===== config.mk =====
export PLATFORM = sky130hd
export DESIGN_NAME = cpu_core
export DESIGN_NICKNAME = d
export VERILOG_FILES = /design/src/rtl/cpu_isa_pkg.sv /design/src/rtl/cpu_core_pkg.sv /design/src/rtl/cpu_core.sv /design/src/rtl/cpu_agu.sv /design/src/rtl/cpu_alu.sv /design/src/rtl/cpu_regfile.sv /design/src/rtl/cpu_pc_unit.sv /design/src/rtl/cpu_control.sv
export SDC_FILE = /design/constraint.sdc
export NUM_CORES = 1
export LEC_CHECK = 0
export ABC_AREA = 1
export BUFFER_PORTS_ARGS = -buffer_cell sky130_fd_sc_hd__buf_2
export CAP_MARGIN = 20
export CORE_ASPECT_RATIO = 1.25
export CORE_MARGIN = 2
export CORE_UTILIZATION = 50
export DETAILED_ROUTE_END_ITERATION = 6
export PLACE_DENSITY = 0.7
export SETUP_SLACK_MARGIN = 0.15
export SYNTH_ARGS = -nofsm -noshare
export SYNTH_HDL_FRONTEND = slang
export SYNTH_SLANG_ARGS = --single-unit

===== constraint.sdc =====
create_clock -name clk -period 14.1 [get_ports clk]
set_input_delay 0.705 -clock clk [delete_from_list [all_inputs] [get_ports clk]]
set_output_delay 0.705 -clock clk [all_outputs]
set_load 0.1 [all_outputs]

===== src/rtl/cpu_isa_pkg.sv =====
`default_nettype none

package cpu_isa_pkg;

	// operand bytes follow the opcode, little-endian
	typedef enum logic [7:0] {
		OP_NOP        = 8'h00,
		OP_TRAP       = 8'h01,
		// xl with 8-bit immediate
		OP_LD_XL_IMM  = 8'h10,
		OP_ADD_XL_IMM = 8'h11,
		OP_SUB_XL_IMM = 8'h12,
		OP_AND_XL_IMM = 8'h13,
		OP_OR_XL_IMM  = 8'h14,
		OP_XOR_XL_IMM = 8'h15,
		// xl to and from memory, 16-bit address or z offset
		OP_LD_XL_DIR  = 8'h20,
		OP_LD_XL_ZREL = 8'h21,
		OP_LD_DIR_XL  = 8'h22,
		OP_LD_ZREL_XL = 8'h23,
		// 16-bit y and z
		OP_LDW_Y_IMM  = 8'h30,
		OP_ADDW_Y_IMM = 8'h31,
		OP_LDW_Z_Y    = 8'h32,
		OP_LDW_DIR_Y  = 8'h33,
		// jumps, relative ones take a signed byte
		OP_JP_IMM     = 8'h40,
		OP_JR_D       = 8'h41,
		OP_JRZ_D      = 8'h42,
		OP_JRNZ_D     = 8'h43,
		OP_JRC_D      = 8'h44,
		OP_JRNC_D     = 8'h45
	} opcode_t;

	typedef struct packed {
		logic [15:0] imm16;
		opcode_t     opcode;
	} instr_wide_t;

	typedef struct packed {
		logic [7:0] unused;
		logic [7:0] imm8;
		opcode_t    opcode;
	} instr_narrow_t;

	// three fetched bytes, opcode always in the low byte
	typedef union packed {
		instr_wide_t   wide;
		instr_narrow_t narrow;
	} instr_u;

	typedef enum logic [2:0] {
		PASS8,
		ADD8,
		SUB8,
		AND8,
		OR8,
		XOR8,
		PASS16,
		ADD16
	} alu_op_t;

	typedef enum logic [1:0] {
		REG_X = 2'd0,
		REG_Y = 2'd1,
		REG_Z = 2'd2
	} reg_sel_t;

endpackage

`default_nettype wire

===== src/rtl/cpu_core_pkg.sv =====
`default_nettype none

package cpu_core_pkg;

	parameter logic [15:0] RESET_PC_DEFAULT = 16'h4000;

	typedef struct packed {
		logic c;
		logic z;
		logic n;
	} flags_t;

	typedef enum logic [2:0] {
		JMP_NONE,
		JMP_ABS,
		JMP_REL,
		JMP_REL_Z,
		JMP_REL_NZ,
		JMP_REL_C,
		JMP_REL_NC
	} jump_kind_t;

	// shared by data reads and data writes
	typedef enum logic [1:0] {
		MEM_NONE,
		MEM_DIR,
		MEM_ZREL
	} mem_mode_t;

	typedef enum logic [1:0] {
		A_XL,
		A_Y,
		A_MEM,
		A_IMM
	} a_src_t;

	typedef struct packed {
		logic [1:0] length;
		jump_kind_t jump;
		mem_mode_t  read_mode;
	} fetch_ctrl_t;

	typedef struct packed {
		cpu_isa_pkg::alu_op_t  alu_op;
		a_src_t                a_src;
		cpu_isa_pkg::reg_sel_t reg_sel;
		logic [1:0]            reg_en;
		mem_mode_t             write_mode;
		logic [1:0]            write_en;
		flags_t                flag_mask;
		logic                  trap;
	} exec_ctrl_t;

	typedef struct packed {
		logic [15:0] addr;
		logic [15:0] data;
		logic [1:0]  en;
	} dwrite_t;

endpackage

`default_nettype wire


===== src/rtl/cpu_core.sv =====
`timescale 1ns/1ns
`default_nettype none

module cpu_core #(
	parameter logic [15:0] RESET_PC = cpu_core_pkg::RESET_PC_DEFAULT
) (
	input logic clk,
	input logic reset,
	output logic [15:0] iread_addr,
	input cpu_isa_pkg::instr_u iread_data,
	output logic [15:0] dread_addr,
	input logic [15:0] dread_data,
	output cpu_core_pkg::dwrite_t dwrite,
	output logic trap
);
	import cpu_isa_pkg::*;
	import cpu_core_pkg::*;

	fetch_ctrl_t fetch;
	exec_ctrl_t exec;
	instr_u inst;
	logic [15:0] x, y, z;
	logic [15:0] next_z;
	logic [15:0] result;
	flags_t next_flags;

	cpu_control control (
		.clk(clk),
		.reset(reset),
		.iread_data(iread_data),
		.fetch(fetch),
		.exec(exec),
		.inst(inst),
		.trap(trap)
	);

	cpu_pc_unit #(
		.RESET_PC(RESET_PC)
	) pc_unit (
		.clk(clk),
		.reset(reset),
		.fetch(fetch),
		.iread_data(iread_data),
		.next_flags(next_flags),
		.iread_addr(iread_addr)
	);

	cpu_regfile regfile (
		.clk(clk),
		.reset(reset),
		.exec(exec),
		.result(result),
		.x(x),
		.y(y),
		.z(z),
		.next_z(next_z)
	);

	cpu_alu alu (
		.clk(clk),
		.reset(reset),
		.exec(exec),
		.inst(inst),
		.x(x),
		.y(y),
		.dread_data(dread_data),
		.result(result),
		.next_flags(next_flags)
	);

	cpu_agu agu (
		.fetch(fetch),
		.iread_data(iread_data),
		.exec(exec),
		.inst(inst),
		.z(z),
		.next_z(next_z),
		.result(result),
		.dread_addr(dread_addr),
		.dwrite(dwrite)
	);

endmodule

`default_nettype wire


===== src/rtl/cpu_agu.sv =====
`timescale 1ns/1ns
`default_nettype none

module cpu_agu (
	input cpu_core_pkg::fetch_ctrl_t fetch,
	input cpu_isa_pkg::instr_u iread_data,
	input cpu_core_pkg::exec_ctrl_t exec,
	input cpu_isa_pkg::instr_u inst,
	input logic [15:0] z,
	input logic [15:0] next_z,
	input logic [15:0] result,
	output logic [15:0] dread_addr,
	output cpu_core_pkg::dwrite_t dwrite
);
	import cpu_core_pkg::*;

	// read goes out in the fetch cycle, so z may be changing under it
	always_comb
	begin
		case (fetch.read_mode)
			MEM_DIR: dread_addr = iread_data.wide.imm16;
			MEM_ZREL: dread_addr = next_z + iread_data.wide.imm16;
			default: dread_addr = 16'h0000;
		endcase
	end

	// write lands at the end of the execute cycle
	always_comb
	begin
		case (exec.write_mode)
			MEM_DIR: dwrite.addr = inst.wide.imm16;
			MEM_ZREL: dwrite.addr = z + inst.wide.imm16;
			default: dwrite.addr = 16'h0000;
		endcase
		dwrite.data = result;
		dwrite.en = exec.write_en;
	end

endmodule

`default_nettype wire


===== src/rtl/cpu_alu.sv =====
`timescale 1ns/1ns
`default_nettype none

module cpu_alu (
	input logic clk,
	input logic reset,
	input cpu_core_pkg::exec_ctrl_t exec,
	input cpu_isa_pkg::instr_u inst,
	input logic [15:0] x,
	input logic [15:0] y,
	input logic [15:0] dread_data,
	output logic [15:0] result,
	output cpu_core_pkg::flags_t next_flags
);
	import cpu_isa_pkg::*;
	import cpu_core_pkg::*;

	logic wide;
	logic [15:0] a;
	logic [15:0] b;
	logic carry;
	flags_t flags;

	assign wide = (exec.alu_op == PASS16) || (exec.alu_op == ADD16);
	assign b = wide ? inst.wide.imm16 : {8'h00, inst.narrow.imm8};

	always_comb
	begin
		case (exec.a_src)
			A_XL: a = {8'h00, x[7:0]};
			A_Y: a = y;
			A_MEM: a = dread_data;
			default: a = b;
		endcase
	end

	// 8-bit results leave the upper byte zero
	always_comb
	begin
		carry = 1'b0;
		result = 16'h0000;
		case (exec.alu_op)
			PASS8: result[7:0] = a[7:0];
			ADD8: {carry, result[7:0]} = {1'b0, a[7:0]} + {1'b0, b[7:0]};
			// carry set means no borrow
			SUB8: {carry, result[7:0]} = {1'b0, a[7:0]} + {1'b0, ~b[7:0]} + 9'd1;
			AND8: result[7:0] = a[7:0] & b[7:0];
			OR8: result[7:0] = a[7:0] | b[7:0];
			XOR8: result[7:0] = a[7:0] ^ b[7:0];
			PASS16: result = a;
			ADD16: {carry, result} = {1'b0, a} + {1'b0, b};
		endcase
	end

	always_comb
	begin
		next_flags = flags;
		if (exec.flag_mask.c)
			next_flags.c = carry;
		if (exec.flag_mask.z)
			next_flags.z = wide ? (result == 16'h0000) : (result[7:0] == 8'h00);
		if (exec.flag_mask.n)
			next_flags.n = wide ? result[15] : result[7];
	end

	always_ff @(posedge clk)
	begin
		if (reset)
			flags <= '0;
		else
			flags <= next_flags;
	end

	assert property (@(posedge clk) disable iff (reset)
		exec.alu_op inside {PASS8, ADD8, SUB8, AND8, OR8, XOR8, PASS16, ADD16});

endmodule

`default_nettype wire


===== src/rtl/cpu_regfile.sv =====
`timescale 1ns/1ns
`default_nettype none

module cpu_regfile (
	input logic clk,
	input logic reset,
	input cpu_core_pkg::exec_ctrl_t exec,
	input logic [15:0] result,
	output logic [15:0] x,
	output logic [15:0] y,
	output logic [15:0] z,
	output logic [15:0] next_z
);
	import cpu_isa_pkg::*;

	logic [15:0] next_x;
	logic [15:0] next_y;

	function automatic logic [15:0] merge_bytes(
		input logic [15:0] old,
		input logic [1:0] en,
		input logic [15:0] data
	);
		return {en[1] ? data[15:8] : old[15:8], en[0] ? data[7:0] : old[7:0]};
	endfunction

	// values after the coming edge, next_z feeds z-relative reads
	assign next_x = (exec.reg_sel == REG_X) ? merge_bytes(x, exec.reg_en, result) : x;
	assign next_y = (exec.reg_sel == REG_Y) ? merge_bytes(y, exec.reg_en, result) : y;
	assign next_z = (exec.reg_sel == REG_Z) ? merge_bytes(z, exec.reg_en, result) : z;

	always_ff @(posedge clk)
	begin
		if (reset)
		begin
			x <= 16'h0000;
			y <= 16'h0000;
			z <= 16'h0000;
		end
		else
		begin
			x <= next_x;
			y <= next_y;
			z <= next_z;
		end
	end

	assert property (@(posedge clk) disable iff (reset)
		exec.reg_en != 2'b00 |-> exec.reg_sel inside {REG_X, REG_Y, REG_Z});

endmodule

`default_nettype wire


===== src/rtl/cpu_pc_unit.sv =====
`timescale 1ns/1ns
`default_nettype none

module cpu_pc_unit #(
	parameter logic [15:0] RESET_PC = cpu_core_pkg::RESET_PC_DEFAULT
) (
	input logic clk,
	input logic reset,
	input cpu_core_pkg::fetch_ctrl_t fetch,
	input cpu_isa_pkg::instr_u iread_data,
	input cpu_core_pkg::flags_t next_flags,
	output logic [15:0] iread_addr
);
	import cpu_core_pkg::*;

	// address of the word now on iread_data
	logic [15:0] pc;
	logic [15:0] seq_pc;
	logic [15:0] rel_pc;
	logic [15:0] next_pc;

	assign seq_pc = pc + {14'd0, fetch.length};
	assign rel_pc = pc + {{8{iread_data.narrow.imm8[7]}}, iread_data.narrow.imm8};

	// conditions see the flags of the instruction executing now
	always_comb
	begin
		case (fetch.jump)
			JMP_ABS: next_pc = iread_data.wide.imm16;
			JMP_REL: next_pc = rel_pc;
			JMP_REL_Z: next_pc = next_flags.z ? rel_pc : seq_pc;
			JMP_REL_NZ: next_pc = next_flags.z ? seq_pc : rel_pc;
			JMP_REL_C: next_pc = next_flags.c ? rel_pc : seq_pc;
			JMP_REL_NC: next_pc = next_flags.c ? seq_pc : rel_pc;
			default: next_pc = seq_pc;
		endcase
	end

	assign iread_addr = reset ? RESET_PC : next_pc;

	always_ff @(posedge clk)
	begin
		if (reset)
			pc <= RESET_PC;
		else
			pc <= iread_addr;
	end

	// the vector presented during reset is the first word fetched
	assert property (@(posedge clk) reset |=> pc == RESET_PC);

endmodule

`default_nettype wire


===== src/rtl/cpu_control.sv =====
`timescale 1ns/1ns
`default_nettype none

module cpu_control (
	input logic clk,
	input logic reset,
	input cpu_isa_pkg::instr_u iread_data,
	output cpu_core_pkg::fetch_ctrl_t fetch,
	output cpu_core_pkg::exec_ctrl_t exec,
	output cpu_isa_pkg::instr_u inst,
	output logic trap
);
	import cpu_isa_pkg::*;
	import cpu_core_pkg::*;

	localparam flags_t ALL_FLAGS = '{c: 1'b1, z: 1'b1, n: 1'b1};
	localparam flags_t ZN_FLAGS = '{c: 1'b0, z: 1'b1, n: 1'b1};

	// second stage holds NOP out of reset
	always_ff @(posedge clk)
	begin
		if (reset)
			inst.wide <= '{imm16: 16'h0000, opcode: OP_NOP};
		else
			inst <= iread_data;
	end

	// length, jump and read decisions for the fetched word
	always_comb
	begin
		fetch = '{length: 2'd1, jump: JMP_NONE, read_mode: MEM_NONE};
		case (iread_data.wide.opcode)
			OP_LD_XL_IMM, OP_ADD_XL_IMM, OP_SUB_XL_IMM,
			OP_AND_XL_IMM, OP_OR_XL_IMM, OP_XOR_XL_IMM:
				fetch.length = 2'd2;
			OP_LD_XL_DIR:
			begin
				fetch.length = 2'd3;
				fetch.read_mode = MEM_DIR;
			end
			OP_LD_XL_ZREL:
			begin
				fetch.length = 2'd3;
				fetch.read_mode = MEM_ZREL;
			end
			OP_LD_DIR_XL, OP_LD_ZREL_XL, OP_LDW_Y_IMM, OP_ADDW_Y_IMM, OP_LDW_DIR_Y:
				fetch.length = 2'd3;
			OP_JP_IMM:
			begin
				fetch.length = 2'd3;
				fetch.jump = JMP_ABS;
			end
			OP_JR_D:
			begin
				fetch.length = 2'd2;
				fetch.jump = JMP_REL;
			end
			OP_JRZ_D:
			begin
				fetch.length = 2'd2;
				fetch.jump = JMP_REL_Z;
			end
			OP_JRNZ_D:
			begin
				fetch.length = 2'd2;
				fetch.jump = JMP_REL_NZ;
			end
			OP_JRC_D:
			begin
				fetch.length = 2'd2;
				fetch.jump = JMP_REL_C;
			end
			OP_JRNC_D:
			begin
				fetch.length = 2'd2;
				fetch.jump = JMP_REL_NC;
			end
			default:
				;
		endcase
	end

	// datapath control for the executing word
	always_comb
	begin
		exec = '{alu_op: PASS8, a_src: A_XL, reg_sel: REG_X, reg_en: 2'b00,
			write_mode: MEM_NONE, write_en: 2'b00, flag_mask: 3'b000, trap: 1'b0};
		case (inst.wide.opcode)
			OP_TRAP:
				exec.trap = 1'b1;
			OP_LD_XL_IMM:
			begin
				exec.a_src = A_IMM;
				exec.reg_en = 2'b01;
			end
			OP_ADD_XL_IMM, OP_SUB_XL_IMM:
			begin
				exec.alu_op = (inst.wide.opcode == OP_ADD_XL_IMM) ? ADD8 : SUB8;
				exec.reg_en = 2'b01;
				exec.flag_mask = ALL_FLAGS;
			end
			OP_AND_XL_IMM, OP_OR_XL_IMM, OP_XOR_XL_IMM:
			begin
				exec.alu_op = (inst.wide.opcode == OP_AND_XL_IMM) ? AND8 :
					(inst.wide.opcode == OP_OR_XL_IMM) ? OR8 : XOR8;
				exec.reg_en = 2'b01;
				exec.flag_mask = ZN_FLAGS;
			end
			OP_LD_XL_DIR, OP_LD_XL_ZREL:
			begin
				exec.a_src = A_MEM;
				exec.reg_en = 2'b01;
			end
			OP_LD_DIR_XL, OP_LD_ZREL_XL:
			begin
				exec.write_mode = (inst.wide.opcode == OP_LD_DIR_XL) ? MEM_DIR : MEM_ZREL;
				exec.write_en = 2'b01;
			end
			OP_LDW_Y_IMM:
			begin
				exec.alu_op = PASS16;
				exec.a_src = A_IMM;
				exec.reg_sel = REG_Y;
				exec.reg_en = 2'b11;
			end
			OP_ADDW_Y_IMM:
			begin
				exec.alu_op = ADD16;
				exec.a_src = A_Y;
				exec.reg_sel = REG_Y;
				exec.reg_en = 2'b11;
				exec.flag_mask = ALL_FLAGS;
			end
			OP_LDW_Z_Y:
			begin
				exec.alu_op = PASS16;
				exec.a_src = A_Y;
				exec.reg_sel = REG_Z;
				exec.reg_en = 2'b11;
			end
			OP_LDW_DIR_Y:
			begin
				exec.alu_op = PASS16;
				exec.a_src = A_Y;
				exec.write_mode = MEM_DIR;
				exec.write_en = 2'b11;
			end
			default:
				;
		endcase
	end

	assign trap = exec.trap;

	// a trap never comes with a data write
	assert property (@(posedge clk) disable iff (reset)
		trap |-> exec.write_en == 2'b00);

endmodule

`default_nettype wire


==> flow_metrics.env, run 1 <==
export IMPL_dieHeight_um=163
export IMPL_insertion_delay_ns=0.35
export IMPL_cts_hold_buf=0
export IMPL_min_from="regfile.y[12]"
export IMPL_hold_ws_ns=0.468
export IMPL_dp_cells=2084
export IMPL_place_area_um2=10800
export IMPL_finalNonFillerCells=2100
export IMPL_ios=109
export IMPL_required_ns=13.40
export IMPL_synthCells=1753
export IMPL_htree_levels=3
export IMPL_yosys_area_share_adder_pct=11.9
export IMPL_drt_initial_drc_count=1033
export IMPL_ys_warn_count=0
export IMPL_place_hpwl_mm=30.3
export IMPL_fin_crit_sh_pct=52.1
export IMPL_cts_buffer_depth=2
export IMPL_cp_num_buf_inv=5
export IMPL_n_fill_cell=2155
export IMPL_ys_flop_type="dfxtp_1"
export IMPL_crit_start="control.inst[1]"
export IMPL_dieArea_um2=21400
export IMPL_synth_distinct_cells=46
export IMPL_leakagePower_nw=6.18
export IMPL_drtAntennaViolNets=0
export IMPL_yosysSeqAreaShare_pct=16.2
export IMPL_grt_first_pass_wirelength_mm=58.5
export IMPL_synth_edff_count=0
export IMPL_register_area_um2=1640
export IMPL_slew_viol_final=0
export IMPL_die_w_um=131
export IMPL_rsz0062_at_grt="no"
export IMPL_fmax_mhz=136
export IMPL_fin_tns_setup_ns=0
export IMPL_synth_nets=1888
export IMPL_synth_xor_area_share_pct=2.76
export IMPL_io_buffers=108
export IMPL_setup_ws_ns=6.75
export IMPL_max_slew_margin_pct=36.8
export IMPL_num_rows=58
export IMPL_ir_drop_mv=0.0548
export IMPL_criticalPathCategory="flip-flop to output pin"
export IMPL_muxShareOfSynthArea_pct=0
export IMPL_violations="DRC"
export IMPL_multi_input_area_um2=7280
export IMPL_postLayoutCellArea_um2=11100
export IMPL_p_sw_mw=0.283
export IMPL_tightest_slew_ns=0.939
export IMPL_synthSimpleGateAreaFrac_pct=39.0
export IMPL_grt_max_degree=65
export IMPL_cp_start_kind="flip-flop"
export IMPL_p_sw_share_pct=38.2
export IMPL_power_mw=0.740
export IMPL_dr_pass1_iters=7
export IMPL_cp_max_fo=13
export IMPL_seq_power_share_pct=33.9
export IMPL_cts_inserted_buffers=9
export IMPL_cts_setup_buffers=0
export IMPL_netlist_area_um2=10100
export IMPL_cap_violations=0
export IMPL_p_clk_share_pct=34.3
export IMPL_finalClockSkew_ns=0.0109
export IMPL_area_growth_pct=9.93
export IMPL_diodes=0
export IMPL_gp_congestion=1.04
export IMPL_cts_root_buf="clkbuf_16"
export IMPL_finalNetCount=1961
export IMPL_drc=1
export IMPL_final_hold_violation_count=0
export IMPL_crit_family="simple AND/OR/NAND/NOR gates"
export IMPL_path_clk_slew_ns=0.06
export IMPL_syn_avg_cell_area_um2=5.78
export IMPL_cpMaxStageDelayCell="o21ai_0"
export IMPL_crit_top_cell="nand2_1"
export IMPL_via_count=11899
export IMPL_combPwrFrac_pct=31.8
export IMPL_setup_violations_final=0
export IMPL_crit_path_end_kind="output pin"
export IMPL_utilization_pct=55.7
export IMPL_preCtsSetupSlack_ns=7.34
export IMPL_ys_async_sr_fraction_pct=0
export IMPL_grt_usage_pct=34.6
export IMPL_cp_arrival_ns=6.64
export IMPL_cts_sinks=82
export IMPL_wl_mm=37.9
export IMPL_status="complete, but fails checks"
export IMPL_core_um2=20000
export IMPL_r2r_start="control.inst[1]"
export IMPL_post_cts_resized=0
export IMPL_hold_class="flip-flop to flip-flop"
export IMPL_cts_tree="done"
export IMPL_layout_drive_gt1_share_pct=10.2
export IMPL_vias_per_cell=5.67
export IMPL_p_int_mw=0.457
export IMPL_power_density_nw_per_um2=66.4
export IMPL_first_global_vias=10875
export IMPL_wl_per_cell_um=18.1
export IMPL_antenna_found_initial=0
export IMPL_synth_top_family_by_area="simple AND/OR/NAND/NOR gates"
export IMPL_synth_compound_area_share_pct=18.1
export IMPL_cpPeakStageDelay_ns=0.63
export IMPL_fin_crit_ns=7.35
export IMPL_ys_seq_elements=82
export IMPL_overflow=0
export IMPL_start_util_pct=50.6
cells in the mapped netlist, types with 24 or more instances:
cell,n,share of area (%)
a21oi_1,162,8.0
inv_1,251,9.3
nor3_1,24,1.2
ha_1,87,11
xor2_1,26,2.2
clkbuf_1,36,1.3
o21ai_0,87,4.3
dfxtp_1,82,16
nand2_1,415,15
nor2_1,186,6.9
nand4_1,26,1.6
nand3_1,197,9.7
final cells by class:
class / count / share of cell area [%]
flip-flops and latches: 82 / 14.7
inverters: 263 / 8.86
clock inverters: 6 / 0.741
repair buffers: 115 / 5.35
well taps: 270 / 3.03
clock buffers: 9 / 2.02
multi-input cells: 1355 / 65.3
power groups by stage:
stage / clock, mW / sequential, mW / combinational (mW)
global placement: 0 / 0.255 / 0.229
floorplan: 0 / 0.251 / 0.174
detailed placement: 0 / 0.255 / 0.231
finish: 0.254 / 0.250 / 0.235
global route: 0.265 / 0.251 / 0.258
CTS: 0.255 / 0.250 / 0.232
cell usage in the layout (no fill, tap or decap), types with 2 or more instances in the layout:
master | Yosys | layout
nand2_1 | 415 | 415
o21bai_1 | 17 | 17
clkbuf_16 | 0 | 9
o2111ai_1 | 4 | 4
nand3_2 | 8 | 8
a21oi_1 | 162 | 161
nand3_1 | 197 | 197
buf_2 | 8 | 108
nand2b_1 | 2 | 2
inv_1 | 251 | 251
nor2_1 | 186 | 186
buf_4 | 6 | 6
o21ai_0 | 87 | 87
a221oi_1 | 2 | 2
nand2_2 | 4 | 4
o21a_1 | 5 | 5
nor2_4 | 4 | 4
o211ai_1 | 4 | 4
o221ai_1 | 13 | 13
or2_2 | 17 | 17
xnor2_1 | 6 | 6
nand4_1 | 26 | 26
clkinv_2 | 0 | 3
bufinv_16 | 0 | 2
nor4_1 | 5 | 5
o21ai_1 | 3 | 3
and2_1 | 3 | 3
a32o_1 | 5 | 5
ha_1 | 87 | 87
dfxtp_1 | 82 | 82
inv_2 | 11 | 11
xor2_1 | 26 | 26
nor3_1 | 24 | 24
a21o_1 | 7 | 7
nand3b_1 | 4 | 4
nor2_2 | 9 | 9
o22ai_1 | 9 | 9
fa_1 | 6 | 6
a211oi_1 | 2 | 2
state kept, by name, indices dropped and copies added, names as in the netlist:
register / count
control.inst: 24
regfile.x: 8
regfile.y: 16
alu.flags: 2
regfile.z: 16
pc_unit.pc: 16
worst register-to-register path: cells and delay by family (launching register included):
family	cells	cell delay, ns
buffers and inverters	2	0.23
XOR/XNOR	1	0.21
flip-flops	1	0.51
adder cells (fa/ha/maj)	1	0.50
AO/OA/AOI/OAI	1	0.10
AND/OR/NAND/NOR	22	4.10
per-layer routing:
metal	track usage, %	part of all wire (%)	vias to the layer above
li1	-	-	5890
met1	39.9	39	5368
met2	61.8	49	503
met3	2.89	5.1	138
met4	22.8	7.2	0
met5	0	0	-
path summary, 6_finish.rpt:
kind                                       end  slack (ns)  depth (start not counted)
worst max-delay path            dread_addr[15]        6.75                         35
worst min-delay path             regfile.y[12]        0.47                          2
worst max register to register   pc_unit.pc[5]        8.33                         27
worst min register to register   regfile.y[12]        0.47                          2
cells by family after synthesis:
group | after synthesis
xor+xnor | 32
fa+ha+maj | 93
compound gates | 324
simple gates | 906
buf+inv | 316
flops | 82
Note: power is estimated with default switching activity, not from simulation.
==> inputs of run 2 (changes only) <==
Clock period 14.1 ns to 7.3 ns, I/O delays scaled along.
==> run 2 against run 1 <==
- the flow still finishes with violations (DRC)
- die area unchanged
- largest cell class unchanged
- critical path type unchanged
- cell area up 0.45%
- critical endpoint unchanged
- worst setup slack worse by 6.1 ns
- global-route usage down 0.10 points
==> flow_metrics.env, run 2 (synthesis gave the netlist of run 1 again) <==
export IMPL_status="complete, but fails checks"
export IMPL_violations="DRC"
export IMPL_crit_path_end_kind="output pin"
export IMPL_grt_usage_pct=34.5
export IMPL_max_slew_margin_pct=29.4
export IMPL_rsz0062_at_grt="no"
export IMPL_power_density_nw_per_um2=129
export IMPL_fin_crit_ns=6.61
export IMPL_hold_class="input pin to flip-flop"
export IMPL_die_w_um=131
export IMPL_min_from="iread_data[4]"
export IMPL_antenna_found_initial=0
export IMPL_ir_drop_mv=0.112
export IMPL_tightest_slew_ns=1.05
export IMPL_gp_congestion=1.00
export IMPL_core_um2=20000
export IMPL_grt_max_degree=65
export IMPL_start_util_pct=50.6
export IMPL_slew_viol_final=0
export IMPL_cp_start_kind="flip-flop"
export IMPL_wl_per_cell_um=18.1
export IMPL_cp_num_buf_inv=5
export IMPL_post_cts_resized=0
export IMPL_rr_worst_depth=28
export IMPL_grt_first_pass_wirelength_mm=58.5
export IMPL_io_buffers=108
export IMPL_path_clk_slew_ns=0.06
export IMPL_criticalPathCategory="flip-flop to output pin"
export IMPL_rr_endpoint="pc_unit.pc[0]"
export IMPL_dieArea_um2=21400
export IMPL_via_count=11880
export IMPL_area_growth_pct=10.4
export IMPL_cts_root_buf="clkbuf_16"
export IMPL_ios=109
export IMPL_r2r_start="control.inst[1]"
export IMPL_cts_tree="done"
export IMPL_top_register="control.inst"
export IMPL_finalNetCount=1967
export IMPL_hold_depth=3
export IMPL_cts_hold_buf=0
export IMPL_crit_top_cell="nand3_1"
export IMPL_first_global_vias=10973
export IMPL_cts_setup_buffers=0
export IMPL_num_rows=58
export IMPL_drt_initial_drc_count=840
export IMPL_crit_family="simple AND/OR/NAND/NOR gates"
export IMPL_finalClockSkew_ns=0.0126
export IMPL_cpMaxStageDelayCell="dfxtp_1"
export IMPL_dr_pass1_iters=7
export IMPL_whs_endpoint="control.inst[4]"
export IMPL_regToRegSetupSlack_ns=2.22
export IMPL_layout_drive_gt1_share_pct=10.5
export IMPL_final_common_cell="nand2_1"
export IMPL_place_hpwl_mm=30.8
export IMPL_leakagePower_nw=6.21
export IMPL_diodes=0
export IMPL_vias_per_cell=5.64
export IMPL_drtAntennaViolNets=0
export IMPL_cts_buffer_depth=2
export IMPL_required_ns=6.93
export IMPL_dieHeight_um=163
export IMPL_insertion_delay_ns=0.35
export IMPL_cpPeakStageDelay_ns=0.51
export IMPL_fin_tns_setup_ns=0
export IMPL_cts_inserted_buffers=9
export IMPL_setup_violations_final=0
export IMPL_largest_register_ffs=24
export IMPL_drc=11
export IMPL_overflow=0
export IMPL_power_mw=1.44
export IMPL_final_hold_violation_count=0
export IMPL_wl_mm=38.1
export IMPL_fmax_mhz=151
export IMPL_cp_arrival_ns=6.25
export IMPL_cts_sinks=82
export IMPL_final_cell_mix="nand2_1 (415), inv_1 (251), nand3_1 (197)"
export IMPL_fin_crit_sh_pct=90.6
export IMPL_cap_violations=0
export IMPL_cp_max_fo=13
export IMPL_htree_levels=3
==> run 2: cell count changes in the layout (fill, tap and decap cells not counted), moves of 2 or more <==
cell	before	now
o21ai_0	87	85
o21ai_1	3	5
clkbuf_1	0	2
buf_4	6	12
==> run 2: worst min-delay path, delay by kind of cell <==
kind,cells,cell delay [ns]
AND/OR/NAND/NOR,1,0.03
buffers and inverters,2,0.18
==> run 2: through the flow <==
stage | instances | hold WS, ns | setup WS, ns | util [%] | cell area [µm²]
global placement | 2090 | 0.454 | 0.916 | 54.3 | 10900
finish | 2107 | 0.276 | 0.690 | 55.9 | 11200
floorplan | 1753 | 0.444 | 0.385 | - | 10100
global route | 2107 | 0.291 | 0.167 | 55.9 | 11200
CTS | 2106 | 0.261 | 0.501 | 55.8 | 11200
detailed placement | 2090 | 0.460 | 0.904 | 54.3 | 10900
==> run 2: routing by layer <==
metal  vias up  part of all wire (%)  wire [µm]  GRT usage (%)
met4         0                   7.1       2720           23.1
li1       5911                     -          -              -
met5         -                     0          0              0
met3       136                   5.1       1960           2.67
met2       487                    49      18800           62.5
met1      5346                    38      14600           39.1
==> run 2: worst max-delay path by stage <==
stage / depth (start not counted) / to / slack, ns / startpoint
final: 33 / dread_addr[15] / 0.69 / control.inst[1]
after global routing: 34 / dread_addr[15] / 0.17 / control.inst[1]
after CTS: 34 / dread_addr[15] / 0.50 / control.inst[1]
after detailed placement: 34 / dread_addr[15] / 0.90 / control.inst[1]
after global placement: 34 / dread_addr[15] / 0.92 / control.inst[1]
after floorplan: 36 / dread_addr[15] / 0.38 / control.inst[1]
==> run 2: power breakdown <==
| part | switching (mW) | leakage (nW) | internal, mW |
|---|---|---|---|
| clock network | 0.200 | 0.153 | 0.300 |
| registers | 0.0197 | 0.669 | 0.464 |
| logic | 0.333 | 5.39 | 0.124 |
| total | 0.552 | 6.21 | 0.888 |
==> run 2: final cells by class <==
cell class / count / area, µm²
Multi-Input combinational cell: 1355 / 7270
Clock buffer: 11 / 233
Fill cell: 2194 / 8830
Sequential cell: 82 / 1640
Inverter: 263 / 987
Tap cell: 270 / 338
Timing Repair Buffer: 121 / 644
Clock inverter: 5 / 78.8
==> inputs of run 3 (changes only) <==
Settings changed: CELL_PAD_IN_SITES_DETAIL_PLACEMENT set to 1, CELL_PAD_IN_SITES_GLOBAL_PLACEMENT set to 1, CORE_UTILIZATION 50 to 30, PLACE_DENSITY 0.7 to unset, PLACE_DENSITY_LB_ADDON set to 0.1.
==> run 3 against run 2 <==
- the run now ends clean
- fmax increased by 0.64%
- combinational power grew 5.0%
- critical path depth fell by 3
- largest cell class unchanged
- core utilization decreased by 22 points
- routed wire length up 22%
- final cell count grew 7.4%
- first-iteration DRC count fell by 25%
==> flow_metrics.env, run 3 (synthesis gave the netlist of run 1 again) <==
export IMPL_status="completed"
export IMPL_dp_cells=2246
export IMPL_crit_path_end_kind="output pin"
export IMPL_cp_start_kind="flip-flop"
export IMPL_cts_tree="done"
export IMPL_cts_inserted_buffers=9
export IMPL_hold_ws_ns=0.260
export IMPL_tightest_slew_ns=1.14
export IMPL_cpPeakStageDelay_ns=0.47
export IMPL_fin_tns_setup_ns=0
export IMPL_start_util_pct=30.4
export IMPL_crit_top_cell="nand2_1"
export IMPL_htree_levels=3
export IMPL_drc=0
export IMPL_diodes=0
export IMPL_ios=109
export IMPL_vias_per_cell=5.27
export IMPL_dieHeight_um=210
export IMPL_num_rows=75
export IMPL_finalClockSkew_ns=0.0119
export IMPL_power_density_nw_per_um2=127
export IMPL_required_ns=6.93
export IMPL_die_w_um=168
export IMPL_grt_first_pass_wirelength_mm=71.0
export IMPL_wl_per_cell_um=20.6
export IMPL_preCtsSetupSlack_ns=0.771
export IMPL_final_hold_violation_count=0
export IMPL_via_count=11923
export IMPL_setup_ws_ns=0.732
export IMPL_grt_usage_pct=26.4
export IMPL_cpMaxStageDelayCell="o211ai_1"
export IMPL_drtAntennaViolNets=0
export IMPL_first_global_vias=12195
export IMPL_fin_crit_ns=6.57
export IMPL_final_cell_mix="nand2_1 (415), inv_1 (251), nand3_1 (197)"
export IMPL_cts_buffer_depth=2
export IMPL_hold_class="input pin to flip-flop"
export IMPL_cp_arrival_ns=6.20
export IMPL_leakagePower_nw=6.22
export IMPL_cp_max_fo=13
export IMPL_rr_worst_depth=33
export IMPL_drt_initial_drc_count=626
export IMPL_dieArea_um2=35300
export IMPL_max_slew_margin_pct=24.3
export IMPL_area_growth_pct=12.7
export IMPL_cap_violations=0
export IMPL_criticalPathCategory="flip-flop to output pin"
export IMPL_core_um2=33400
export IMPL_dr_pass1_iters=6
export IMPL_slew_viol_final=0
export IMPL_fin_crit_sh_pct=90.0
export IMPL_final_common_cell="nand2_1"
export IMPL_rsz0062_at_grt="no"
export IMPL_insertion_delay_ns=0.38
export IMPL_setup_violations_final=0
export IMPL_overflow=0
export IMPL_antenna_found_initial=1
export IMPL_cts_root_buf="clkbuf_16"
export IMPL_largest_register_ffs=24
export IMPL_ir_drop_mv=0.0974
export IMPL_hold_depth=3
export IMPL_wl_mm=46.7
export IMPL_utilization_pct=34.2
export IMPL_top_register="control.inst"
export IMPL_gp_congestion=0.929
export IMPL_grt_max_degree=45
export IMPL_layout_drive_gt1_share_pct=11.0
export IMPL_cts_sinks=82
export IMPL_finalNetCount=1969
export IMPL_place_hpwl_mm=37.9
export IMPL_finalNonFillerCells=2262
export IMPL_fmax_mhz=152
export IMPL_io_buffers=108
export IMPL_path_clk_slew_ns=0.06
==> run 3: changes by cell type in the layout (fill, tap and decap cells not counted), moves of 2 or more <==
cell and change:
nor4_1 -2, nor2_1 -3, nor2_2 +2, buf_4 +4
nor4_2 +2, nand2_2 -2, clkinvlp_4 +2, nand2_4 +2
==> run 3: final cells by class <==
class | instances | area, µm²
Tap cell | 423 | 529
Clock inverter | 6 | 67.6
Inverter | 263 | 987
Fill cell | 4535 | 22000
Multi-Input combinational cell | 1355 | 7320
Timing Repair Buffer | 123 | 656
Clock buffer | 10 | 229
Sequential cell | 82 | 1640
==> run 3: through the flow <==
step / power [mW] / instance area, µm²
finish: 1.45 / 11400
global route: 1.53 / 11400
CTS: 1.47 / 11400
detailed placement: 0.970 / 11100
global placement: 0.965 / 11100
floorplan: 0.820 / 10100
==> run 3: timing repair <==
| item | CTS | global route |
|---|---|---|
| gates resized for setup | 0 | 13 |
| buffers inserted | 0 | 0 |
| hold buffers | 0 | 0 |
| endpoints found under the hold margin | 0 | 0 |
| endpoints found under the setup margin | 0 | 6 |
==> run 3: power breakdown <==
part | total, mW | leakage [nW] | switching, mW | internal [mW]
Sequential | 0.484 | 0.669 | 0.0210 | 0.463
Combinational | 0.480 | 5.41 | 0.353 | 0.127
Clock | 0.490 | 0.139 | 0.224 | 0.266
==> run 3: worst paths after layout <==
| check | startpoint | slack [ns] | endpoint |
|---|---|---|---|
| min reg2reg | regfile.y[9] | 0.48 | regfile.y[9] |
| min | iread_data[4] | 0.26 | control.inst[4] |
| max reg2reg | control.inst[1] | 2.13 | pc_unit.pc[1] |
| max | control.inst[5] | 0.73 | dread_addr[15] |
==> run 3: critical path, delay by kind of cell (launching register included) <==
family / cells / cell delay [ns]
flip-flops: 1 / 0.42
AND/OR/NAND/NOR: 18 / 2.50
buffers and inverters: 4 / 0.73
AO/OA/AOI/OAI: 6 / 1.46
adder cells (fa/ha/maj): 2 / 0.71
==> run 3: per-layer routing <==
metal | vias to the layer above | track usage [%] | wire [µm]
li1 | 5904 | - | -
met1 | 5781 | 30.1 | 19500
met2 | 169 | 50.0 | 24600
met3 | 67 | 2.60 | 965
met4 | 2 | 10.3 | 1700
met5 | - | 0 | 7
